<file path="src/source/chess_pkg.sv">
package chess_pkg;

   // Board geometry, only 8x8 is supported
   localparam int BOARD_ROWS = 8;
   localparam int BOARD_COLS = 8;

   // Piece kind codes
   localparam logic [2:0] PIECE_EMPTY  = 3'd0;
   localparam logic [2:0] PIECE_PAWN   = 3'd1;
   localparam logic [2:0] PIECE_KNIGHT = 3'd2;
   localparam logic [2:0] PIECE_BISHOP = 3'd3;
   localparam logic [2:0] PIECE_ROOK   = 3'd4;
   localparam logic [2:0] PIECE_QUEEN  = 3'd5;
   localparam logic [2:0] PIECE_KING   = 3'd6;
   // Kind 7 is unused and reads as empty

   typedef enum logic {
      SIDE_WHITE = 1'b0,
      SIDE_BLACK = 1'b1
   } side_t;

   typedef struct packed {
      logic       color; // 0 white, 1 black
      logic [2:0] kind;
   } piece_t;

   // Square index is row * 8 + col
   // Row 0 is rank 1 and white pawns move up
   typedef piece_t [63:0] board_t;

   typedef logic [5:0] sq_idx_t;

   typedef logic [63:0] attack_map_t; // One bit per square

   typedef struct packed {
      logic       white_in_check;
      logic       black_in_check;
      logic [6:0] white_count;     // Squares white attacks
      logic [6:0] black_count;     // Squares black attacks
   } check_summary_t;

endpackage

</file>
<file path="src/source/board_store.sv">
`timescale 1ns/1ns

module board_store (
   input  logic               clk,
   input  logic               rst_n,
   input  logic               wr,
   input  chess_pkg::sq_idx_t wr_sq,
   input  chess_pkg::piece_t  wr_piece,
   input  logic               start,
   output chess_pkg::board_t  board,
   output logic               board_valid
);

   import chess_pkg::*;

   logic       launch_q;  // Start taken and waiting for launch
   logic [1:0] busy_cnt;  // Evaluation cycles left
   logic       busy;
   logic       accept;

   assign busy = busy_cnt != 2'd0;

   // A start one cycle after an accepted one is also dropped
   assign accept = start && !busy && !launch_q;

   // Square register file
   always_ff @(posedge clk or negedge rst_n)
   begin
      if (!rst_n)
      begin
         for (int i = 0; i < BOARD_ROWS * BOARD_COLS; i++)
         begin
            board[i] <= '{color: SIDE_WHITE, kind: PIECE_EMPTY}; // All squares empty
         end
      end
      else
      begin
         // Write index decode
         for (int i = 0; i < BOARD_ROWS * BOARD_COLS; i++)
         begin
            if (wr && wr_sq == sq_idx_t'(i))
               board[i] <= wr_piece;
         end
      end
   end

   // Start and busy sequencing
   always_ff @(posedge clk or negedge rst_n)
   begin
      if (!rst_n)
      begin
         launch_q    <= 1'b0;
         board_valid <= 1'b0;
         busy_cnt    <= 2'd0;
      end
      else
      begin
         launch_q    <= accept;
         board_valid <= launch_q;  // One cycle pulse
         if (launch_q)
            busy_cnt <= 2'd3;      // Covers evaluate, check and done
         else if (busy)
            busy_cnt <= busy_cnt - 2'd1;
      end
   end

endmodule

</file>
<file path="src/source/square_attack.sv">
`timescale 1ns/1ns

module square_attack #(
   parameter int               ROW      = 0,
   parameter int               COL      = 0,
   parameter chess_pkg::side_t ATTACKER = chess_pkg::SIDE_WHITE
)
(
   input  logic              clk,
   input  logic              rst_n,
   input  chess_pkg::board_t board,
   input  logic              board_valid,
   output logic              attacking,
   output logic              attacking_valid
);

   import chess_pkg::*;

   // Row step from this square back to an attacking pawn
   localparam int PAWN_DR = (ATTACKER == SIDE_WHITE) ? -1 : 1;

   // Knight jumps
   localparam int KNIGHT_DR [8] = '{ 2,  2, -2, -2,  1,  1, -1, -1};
   localparam int KNIGHT_DC [8] = '{ 1, -1,  1, -1,  2, -2,  2, -2};

   // Orthogonal directions first, then diagonal
   // King steps reuse these eight
   localparam int RAY_DR [8] = '{ 1, -1,  0,  0,  1,  1, -1, -1};
   localparam int RAY_DC [8] = '{ 0,  0,  1, -1,  1, -1,  1, -1};

   logic hit;  // Any attacker found

   function automatic logic on_board(int r, int c);
      return r >= 0 && r < BOARD_ROWS && c >= 0 && c < BOARD_COLS;
   endfunction

   function automatic piece_t piece_at(board_t b, int r, int c);
      return b[sq_idx_t'(r * BOARD_COLS + c)];
   endfunction

   // Attacker's piece of one kind at (r, c), off-board gives 0
   function automatic logic has_piece(board_t b, int r, int c, logic [2:0] kind);
      piece_t p;
      if (!on_board(r, c))
         return 1'b0;
      p = piece_at(b, r, c);
      return (p.color == ATTACKER) && (p.kind == kind);
   endfunction

   function automatic logic is_occupied(piece_t p);
      return p.kind != PIECE_EMPTY && p.kind <= PIECE_KING;  // Code 7 is empty
   endfunction

   always_comb
   begin
      int     r;
      int     c;
      logic   blocked;
      piece_t p;
      r       = 0;
      c       = 0;
      blocked = 1'b0;
      p       = '0;
      hit     = 1'b0;

      // Pawn diagonals
      if (has_piece(board, ROW + PAWN_DR, COL - 1, PIECE_PAWN) ||
          has_piece(board, ROW + PAWN_DR, COL + 1, PIECE_PAWN))
         hit = 1'b1;

      // Fixed offsets
      for (int i = 0; i < 8; i++)
      begin
         if (has_piece(board, ROW + KNIGHT_DR[i], COL + KNIGHT_DC[i], PIECE_KNIGHT))
            hit = 1'b1;
         if (has_piece(board, ROW + RAY_DR[i], COL + RAY_DC[i], PIECE_KING))
            hit = 1'b1;
      end

      // Sliding rays
      for (int d = 0; d < 8; d++)
      begin
         blocked = 1'b0;  // Fresh ray
         for (int s = 1; s < 8; s++)
         begin
            r = ROW + s * RAY_DR[d];
            c = COL + s * RAY_DC[d];
            if (!blocked && on_board(r, c))
            begin
               p = piece_at(board, r, c);
               if (is_occupied(p))
               begin
                  blocked = 1'b1;  // Nothing past the first piece
                  // Queen on any ray, rook orthogonal, bishop diagonal
                  if (p.color == ATTACKER &&
                      (p.kind == PIECE_QUEEN ||
                       p.kind == ((d < 4) ? PIECE_ROOK : PIECE_BISHOP)))
                     hit = 1'b1;
               end
            end
         end
      end
   end

   always_ff @(posedge clk or negedge rst_n)
   begin
      if (!rst_n)
      begin
         attacking       <= 1'b0;
         attacking_valid <= 1'b0;
      end
      else
      begin
         attacking_valid <= board_valid;
         if (board_valid)
            attacking <= hit;  // Held until next evaluation
      end
   end

endmodule

</file>
<file path="src/source/board_attack.sv">
`timescale 1ns/1ns

module board_attack (
   input  logic                   clk,
   input  logic                   rst_n,
   input  chess_pkg::board_t      board,
   input  logic                   board_valid,
   output chess_pkg::attack_map_t white_attacks,
   output chess_pkg::attack_map_t black_attacks,
   output logic                   maps_valid
);

   import chess_pkg::*;

   attack_map_t white_valid;  // Per square valid pulses
   attack_map_t black_valid;

   // All 128 evaluators pulse together
   assign maps_valid = (&white_valid) & (&black_valid);

   generate
      for (genvar row = 0; row < BOARD_ROWS; row++)
      begin : g_row
         for (genvar col = 0; col < BOARD_COLS; col++)
         begin : g_col

            // White attacks on this square
            square_attack #(
               .ROW      (row),
               .COL      (col),
               .ATTACKER (SIDE_WHITE)
            )
            i_white (
               .clk             (clk),
               .rst_n           (rst_n),
               .board           (board),
               .board_valid     (board_valid),
               .attacking       (white_attacks[row * BOARD_COLS + col]),
               .attacking_valid (white_valid[row * BOARD_COLS + col])
            );

            // Black attacks on this square
            square_attack #(
               .ROW      (row),
               .COL      (col),
               .ATTACKER (SIDE_BLACK)
            )
            i_black (
               .clk             (clk),
               .rst_n           (rst_n),
               .board           (board),
               .board_valid     (board_valid),
               .attacking       (black_attacks[row * BOARD_COLS + col]),
               .attacking_valid (black_valid[row * BOARD_COLS + col])
            );

         end
      end
   endgenerate

endmodule

</file>
<file path="src/source/king_check.sv">
`timescale 1ns/1ns

module king_check (
   input  logic                      clk,
   input  logic                      rst_n,
   input  chess_pkg::board_t         board,
   input  chess_pkg::attack_map_t    white_attacks,
   input  chess_pkg::attack_map_t    black_attacks,
   input  logic                      maps_valid,
   output chess_pkg::check_summary_t summary,
   output logic                      done
);

   import chess_pkg::*;

   check_summary_t summary_next;

   // Squares holding a king of one side
   function automatic attack_map_t king_mask(board_t b, side_t side);
      attack_map_t m;
      m = '0;
      for (int i = 0; i < BOARD_ROWS * BOARD_COLS; i++)
         m[i] = (b[i].kind == PIECE_KING) && (side_t'(b[i].color) == side);
      return m;
   endfunction

   // Population count, 0 to 64
   function automatic logic [6:0] count_bits(attack_map_t m);
      logic [6:0] n;
      n = '0;
      for (int i = 0; i < BOARD_ROWS * BOARD_COLS; i++)
         n = n + 7'(m[i]);
      return n;
   endfunction

   always_comb
   begin
      // No king means no check
      summary_next.white_in_check = |(king_mask(board, SIDE_WHITE) & black_attacks);
      summary_next.black_in_check = |(king_mask(board, SIDE_BLACK) & white_attacks);
      summary_next.white_count    = count_bits(white_attacks);
      summary_next.black_count    = count_bits(black_attacks);
   end

   always_ff @(posedge clk or negedge rst_n)
   begin
      if (!rst_n)
      begin
         summary <= '0;
         done    <= 1'b0;
      end
      else
      begin
         done <= maps_valid;  // Single pulse per evaluation
         if (maps_valid)
            summary <= summary_next;
      end
   end

endmodule

</file>
<file path="src/source/chess_attack_top.sv">
`timescale 1ns/1ns

module chess_attack_top (
   input  logic                      clk,
   input  logic                      rst_n,
   input  logic                      wr,
   input  chess_pkg::sq_idx_t        wr_sq,
   input  chess_pkg::piece_t         wr_piece,
   input  logic                      start,
   output chess_pkg::attack_map_t    white_attacks,
   output chess_pkg::attack_map_t    black_attacks,
   output chess_pkg::check_summary_t summary,
   output logic                      done
);

   import chess_pkg::*;

   board_t board;        // Live position
   logic   board_valid;  // Launch pulse
   logic   maps_valid;   // Both maps ready

   board_store i_store (
      .clk         (clk),
      .rst_n       (rst_n),
      .wr          (wr),
      .wr_sq       (wr_sq),
      .wr_piece    (wr_piece),
      .start       (start),
      .board       (board),
      .board_valid (board_valid)
   );

   board_attack i_attack (
      .clk           (clk),
      .rst_n         (rst_n),
      .board         (board),
      .board_valid   (board_valid),
      .white_attacks (white_attacks),
      .black_attacks (black_attacks),
      .maps_valid    (maps_valid)
   );

   king_check i_check (
      .clk           (clk),
      .rst_n         (rst_n),
      .board         (board),         // For king lookup
      .white_attacks (white_attacks),
      .black_attacks (black_attacks),
      .maps_valid    (maps_valid),
      .summary       (summary),
      .done          (done)
   );

endmodule

</file>
<file path="config.mk">
export PLATFORM = sky130hd
export DESIGN_NAME = chess_attack_top
export DESIGN_NICKNAME = d
export VERILOG_FILES = /design/src/source/chess_pkg.sv /design/src/source/board_store.sv /design/src/source/square_attack.sv /design/src/source/board_attack.sv /design/src/source/king_check.sv /design/src/source/chess_attack_top.sv
export SDC_FILE = /design/constraint.sdc
export NUM_CORES = 2
export LEC_CHECK = 0
export ABC_AREA = 0
export BUFFER_PORTS_ARGS = -buffer_cell sky130_fd_sc_hd__buf_2
export CORE_AREA = 8 8 315 317
export CTS_CLUSTER_DIAMETER = 80
export DETAILED_ROUTE_END_ITERATION = 10
export DIE_AREA = 0 0 323 325
export GPL_TIMING_DRIVEN = 0
export HOLD_SLACK_MARGIN = 0.1
export SYNTH_ARGS = -nofsm -noshare
export SYNTH_HDL_FRONTEND = slang
export SYNTH_SLANG_ARGS = --single-unit
</file>
<file path="constraint.sdc">
create_clock -name clk -period 6.54 [get_ports clk]
set_clock_uncertainty 0.05 [all_clocks]
set_input_delay 0 -clock clk [delete_from_list [all_inputs] [get_ports clk]]
set_output_delay 0 -clock clk [all_outputs]
set_load 0.05 [all_outputs]
</file>
==> results of run 1 <==
cells by family after synthesis:
| group | synth area share (%) |
|---|---|
| simple gates | 30.6 |
| compound gates | 21.6 |
| buf+inv | 7.95 |
| flops | 24.2 |
| mux | 6.92 |
| fa+ha+maj | 6.14 |
| xor+xnor | 2.57 |
metrics by stage:
| step | area (um^2) | setup WS (ns) | util, % |
|---|---|---|---|
| 4_1_cts | 47500 | -0.229 | 50.5 |
| 2_1_floorplan | 41900 | 0.306 | - |
| 3_3_place_gp | 44300 | -3.46 | 47.0 |
| 3_5_place_dp | 45100 | -0.850 | 47.9 |
synth_stat cells, types with 33 or more instances:
cell and instances:
a2111oi_0 45, a211oi_1 61, a21o_1 49, a21oi_1 316, a31oi_1 79, a32oi_1 35, and2_1 61, and3_1 83
and3b_1 36, buf_4 128, clkbuf_1 377, dfrtp_1 406, fa_1 108, ha_1 33, inv_1 222, mux2_2 255
nand2_1 468, nand2b_1 95, nand3_1 201, nand3b_1 61, nand4_1 108, nor2_1 495, nor2b_1 85, nor3_1 218
nor3b_1 84, nor4_1 105, nor4b_1 39, o2111ai_1 45, o211ai_1 42, o21ai_0 288, o32a_1 35, or2_2 58
or3_1 66, or4_1 37, xnor2_1 46, xor2_1 77
per-layer routing:
| metal | GRT usage (%) | GRT overflow |
|---|---|---|
| met1 | 72.3 | 1 |
| met2 | 83.0 | 7 |
| met3 | 61.0 | 0 |
| met4 | 65.4 | 2 |
| met5 | 36.2 | 0 |
what timing repair did:
item,in CTS
buffers inserted,12
endpoints found under the hold margin,461
resized for setup,52
setup endpoints to repair,12
hold buffers,13
pin swaps,25
==> impl_metrics.csv, run 1 <==
group,metric,value,unit
outcome,outcome,"aborted with a tool error",
outcome,haltStage,"global routing (5_1_grt)",
outcome,error_line,"[ERROR GRT-0116] Global routing finished with congestion. Check the congestion regions in the DRC Viewer.",
clock_network,clock_path_buffers,3,
logic_synthesis,async_flop_share,100,%
global_route,overflow,10,
logic_synthesis,synth-edff-count,0,
logic_synthesis,ys.flop_type,"dfrtp_1",
global_route,grt_pass1_wl,511000,um
floorplanning,fp.dieH,325,um
floorplanning,num_rows,113,
floorplanning,start_util,44.5,%
logic_synthesis,postSynthAreaPerCell,7.72,um^2
global_route,grt_max_degree,113,
clock_network,numCtsBuffers,56,
logic_synthesis,synth_area_leaders,"dfrtp_1, mux2_2, fa_1",
logic_synthesis,syn_inst,5435,
place,port_buffers,153,
logic_synthesis,synth.net_count,5590,
clock_network,cts_sinks,406,
global_route,grt_pass1_vias,55400,
logic_synthesis,synth_top_cell_area_share,24.2,%
floorplanning,die_width,323,um
place,gp_congestion,1.34,
logic_synthesis,synth_top_cell_by_area,"dfrtp_1",
clock_network,htreeDepth,2,
logic_synthesis,netlist_area,41900,um^2
logic_synthesis,yosysUniqueCellTypes,88,
clock_network,cts_root_buf,"clkbuf_16",
logic_synthesis,synth_seq_cells,406,
floorplanning,ioPinCount,159,
global_route,grt.total_usage,71.0,%
place,dp_hpwl,302000,um
logic_synthesis,yosysSeqAreaShare,24.2,%
place,dp_cells,6894,
logic_synthesis,yosysWarningCount,0,
==> run 2, diff against run 1 <==
--- a/config.mk
+++ b/config.mk
@@ -7,12 +7,11 @@
 export LEC_CHECK = 0
 export ABC_AREA = 0
 export BUFFER_PORTS_ARGS = -buffer_cell sky130_fd_sc_hd__buf_2
-export CORE_AREA = 8 8 315 317
-export CTS_CLUSTER_DIAMETER = 80
+export CORE_AREA = 8 8 383 385
 export DETAILED_ROUTE_END_ITERATION = 10
-export DIE_AREA = 0 0 323 325
+export DIE_AREA = 0 0 391 393
 export GPL_TIMING_DRIVEN = 0
-export HOLD_SLACK_MARGIN = 0.1
+export PLACE_DENSITY_LB_ADDON = 0.15
 export SYNTH_ARGS = -nofsm -noshare
 export SYNTH_HDL_FRONTEND = slang
 export SYNTH_SLANG_ARGS = --single-unit
==> constraint.sdc (replaced) <==
create_clock -name clk -period 8.5 [get_ports clk]
set_clock_uncertainty 0.05 [all_clocks]
set_input_delay 0 -clock clk [delete_from_list [all_inputs] [get_ports clk]]
set_output_delay 0 -clock clk [all_outputs]
set_load 0.05 [all_outputs]
==> run 2 against run 1 <==
The flow now finishes, with violations (max-capacitance violations, max-slew violations). Area after synthesis unchanged. Synthesized cell count unchanged.
==> impl_metrics.csv, run 2 <==
group,metric,value,unit
outcome,outcome,"complete, but fails checks",
outcome,violations,"max-capacitance violations, max-slew violations",
timing,hold_violations,0,
critical_path,endpoint_kind,"flip-flop",
route,via_per_inst,7.36,
global_route,grt_pass1_vias,50400,
critical_path,slowest_delay,1.18,ns
floorplanning,fp.dieH,393,um
critical_path,crit_fanout,4,
critical_path,ff2ff_setup_slack,1.01,ns
finish,top_regs,"i_store.board x256, i_attack.g_row.g_col.i_black.attacking x64, i_attack.g_row.g_col.i_white.attacking x64",
floorplanning,die_width,391,um
route,drt-initial-drc-count,11000,
timing,fin_crit_sh,88.1,%
logic_synthesis,yosysSeqAreaShare,24.2,%
timing,rsz0062_at_grt,"false",
critical_path,critPathBufInv,2,
critical_path,slowest_stage,"dfrtp_1",
critical_path,r2r_end,"i_check.summary[13]",
finish,fin_nets,5893,
timing,maxSlewHeadroom,-19.2,%
finish,synthToLayoutAreaGrowth,16.7,%
clock_network,path_clk_slew,0.07,ns
logic_synthesis,postSynthAreaPerCell,7.72,um^2
place,dp_cells,7549,
logic_synthesis,synthTopCellsByCount,"nor2_1, nand2_1, dfrtp_1, clkbuf_1, a21oi_1",
critical_path,worst_path_most_repeated_cell,"fa_1",
global_route,overflow,0,
critical_path,r2r.worst_path.cells,18,
critical_path,cp-startpoint,"i_attack.g_row[0].g_col[1].i_white.attacking",
worst_hold_path,min-delay-path-class,"input pin to flip-flop",
timing,finalSetupTns,0,ns
finish,multi_input_area,28900,um^2
floorplanning,ioPinCount,159,
timing,hold_slack,0.0274,ns
global_route,antenna_found_initial,118,
floorplanning,dieArea,154000,um^2
logic_synthesis,syn_inst,5435,
clock_network,cts_tree,"done",
logic_synthesis,ys.flop_type,"dfrtp_1",
finish,drive_above_1_share,16.3,%
worst_hold_path,hold_path_depth,4,
logic_synthesis,synth_seq_cells,406,
clock_network,clk_latency,0.77,ns
route,first_pass_iters,9,
worst_hold_path,worst_hold_path.endpoint,"i_store.launch_q",
logic_synthesis,synth_top_cell_by_area,"dfrtp_1",
finish,top_register,"i_store.board",
clock_network,numCtsBuffers,61,
route,post-route-drc-count,0,
timing,worstMarginPinSlew,1.77,ns
timing,drv_slew,213,
finish,fillers,15400,
global_route,grt_max_degree,94,
clock_network,cts_root_buf,"clkbuf_16",
logic_synthesis,yosysMostFrequentCell,"nor2_1",
critical_path,start_kind,"flip-flop",
clock_network,cts_sinks,406,
route,routed_wirelength,439000,um
critical_path,cp.arrival,8.05,ns
route,detail-route-antenna-nets,0,
route,routedWlPerCell,56.5,um
logic_synthesis,synth_area_leaders,"dfrtp_1, mux2_2, fa_1",
finish,area.sequential,10200,um^2
floorplanning,start_util,29.8,%
logic_synthesis,synth-edff-count,0,
timing,fin_crit,7.49,ns
critical_path,rr_startpoint,"i_attack.g_row[0].g_col[1].i_white.attacking",
critical_path,crit_family,"adder cells",
place,dp_hpwl,363000,um
logic_synthesis,synth.net_count,5590,
global_route,grt_pass1_wl,545000,um
clock_network,clock_path_buffers,3,
worst_hold_path,hp-start,"start",
critical_path,path_cells,"ha_1 -> inv_1 -> fa_1 -> fa_1 -> fa_1 -> fa_1 -> fa_1 -> fa_1 -> fa_1 -> fa_1 -> inv_1 -> fa_1 -> fa_1 -> a21o_1 -> a21oi_1 -> nor2b_1 -> o21ai_0 -> a31oi_1",
place,gp_congestion,1.19,
clock_network,cts-resized-gates,0,
finish,final_common_cell,"nor2_1",
finish,fin_cells,7771,
finish,largest_reg_flops,256,
logic_synthesis,netlist_area,41900,um^2
global_route,grt.total_usage,54.4,%
timing,setup_viol,0,
finish,layout_common_cells,"nor2_1, nand2_1, dfrtp_1, clkbuf_1, a21oi_1",
place,port_buffers,153,
logic_synthesis,yosysWarningCount,0,
logic_synthesis,yosysUniqueCellTypes,88,
critical_path,critPathKind,"flip-flop to flip-flop",
run,cap_violations,40,
timing,fmax,133,MHz
logic_synthesis,async_flop_share,100,%
floorplanning,num_rows,138,
critical_path,crit_required,9.05,ns
route,via_count,57200,
logic_synthesis,synth_top_cell_area_share,24.2,%
floorplanning,core_area,141000,um^2
clock_network,htreeDepth,2,
## run 2: cell counts after synthesis
No cell type changed its count.
## run 2: worst register-to-register path: cells and delay by family (launching register included)
family	cells	cell delay, ns
and+or+nand+nor	1	0.08
AOI/OAI and AO/OA	4	0.73
DFF	1	1.18
adders and majority gates	11	5.22
buffers and inverters	2	0.12
## run 2: metrics by stage
stage / area [um^2] / utilization [%] / worst slack [ns]
after global placement: 45100 / 32.1 / -2.10
after CTS: 48600 / 34.6 / 1.13
after global routing: 48700 / 34.6 / 0.953
after floorplan: 41900 / - / 2.27
final: 48900 / 34.8 / 1.01
after detailed placement: 46300 / 33.0 / 1.15
## run 2: layer usage
metal	vias to the layer above	track usage, %	share of wire, %
li1	20700	-	-
met1	28200	62.2	35
met2	6234	70.7	37
met3	1985	30.3	16
met4	46	50.3	12
met5	-	0.0627	0.081
## run 2: worst max-delay path by stage
stage                           to  slack (ns)  cells past startpoint
2_1_floorplan  i_check.summary[11]        2.27                     17
3_3_place_gp     i_store.board[73]       -2.10                      1
3_5_place_dp   i_check.summary[13]        1.15                     18
4_1_cts        i_check.summary[13]        1.13                     18
5_1_grt        i_check.summary[13]        0.95                     18
6_report       i_check.summary[13]        1.01                     18
## run 2: cells by family after synthesis
logic type | synth area share [%]
AO/OA/AOI/OAI | 21.6
XOR/XNOR | 2.57
adder cells (fa/ha/maj) | 6.14
buffers and inverters | 7.95
flip-flops | 24.2
multiplexers | 6.92
AND/OR/NAND/NOR | 30.6
## run 2: area by class of cell
cell class / count / share of cell area [%]
repair buffers: 240 / 3.52
clock inverters: 38 / 1.12
clock buffers: 70 / 3.27
inverters: 222 / 1.70
multi-input cells: 4271 / 59.1
well taps: 1890 / 4.83
plain buffers: 536 / 5.20
flip-flops and latches: 406 / 20.8
diodes: 98 / 0.501
## run 2: timing repair
item                                    in CTS  in global routing
endpoints found under the hold margin      274                  0
hold buffers                                11                  0
buffers inserted                             0                  0
endpoints found under the setup margin       0                  0
Power of run 2 is not shown: default switching activity piles up to over one toggle a cycle in this logic, so the estimate is an artifact.
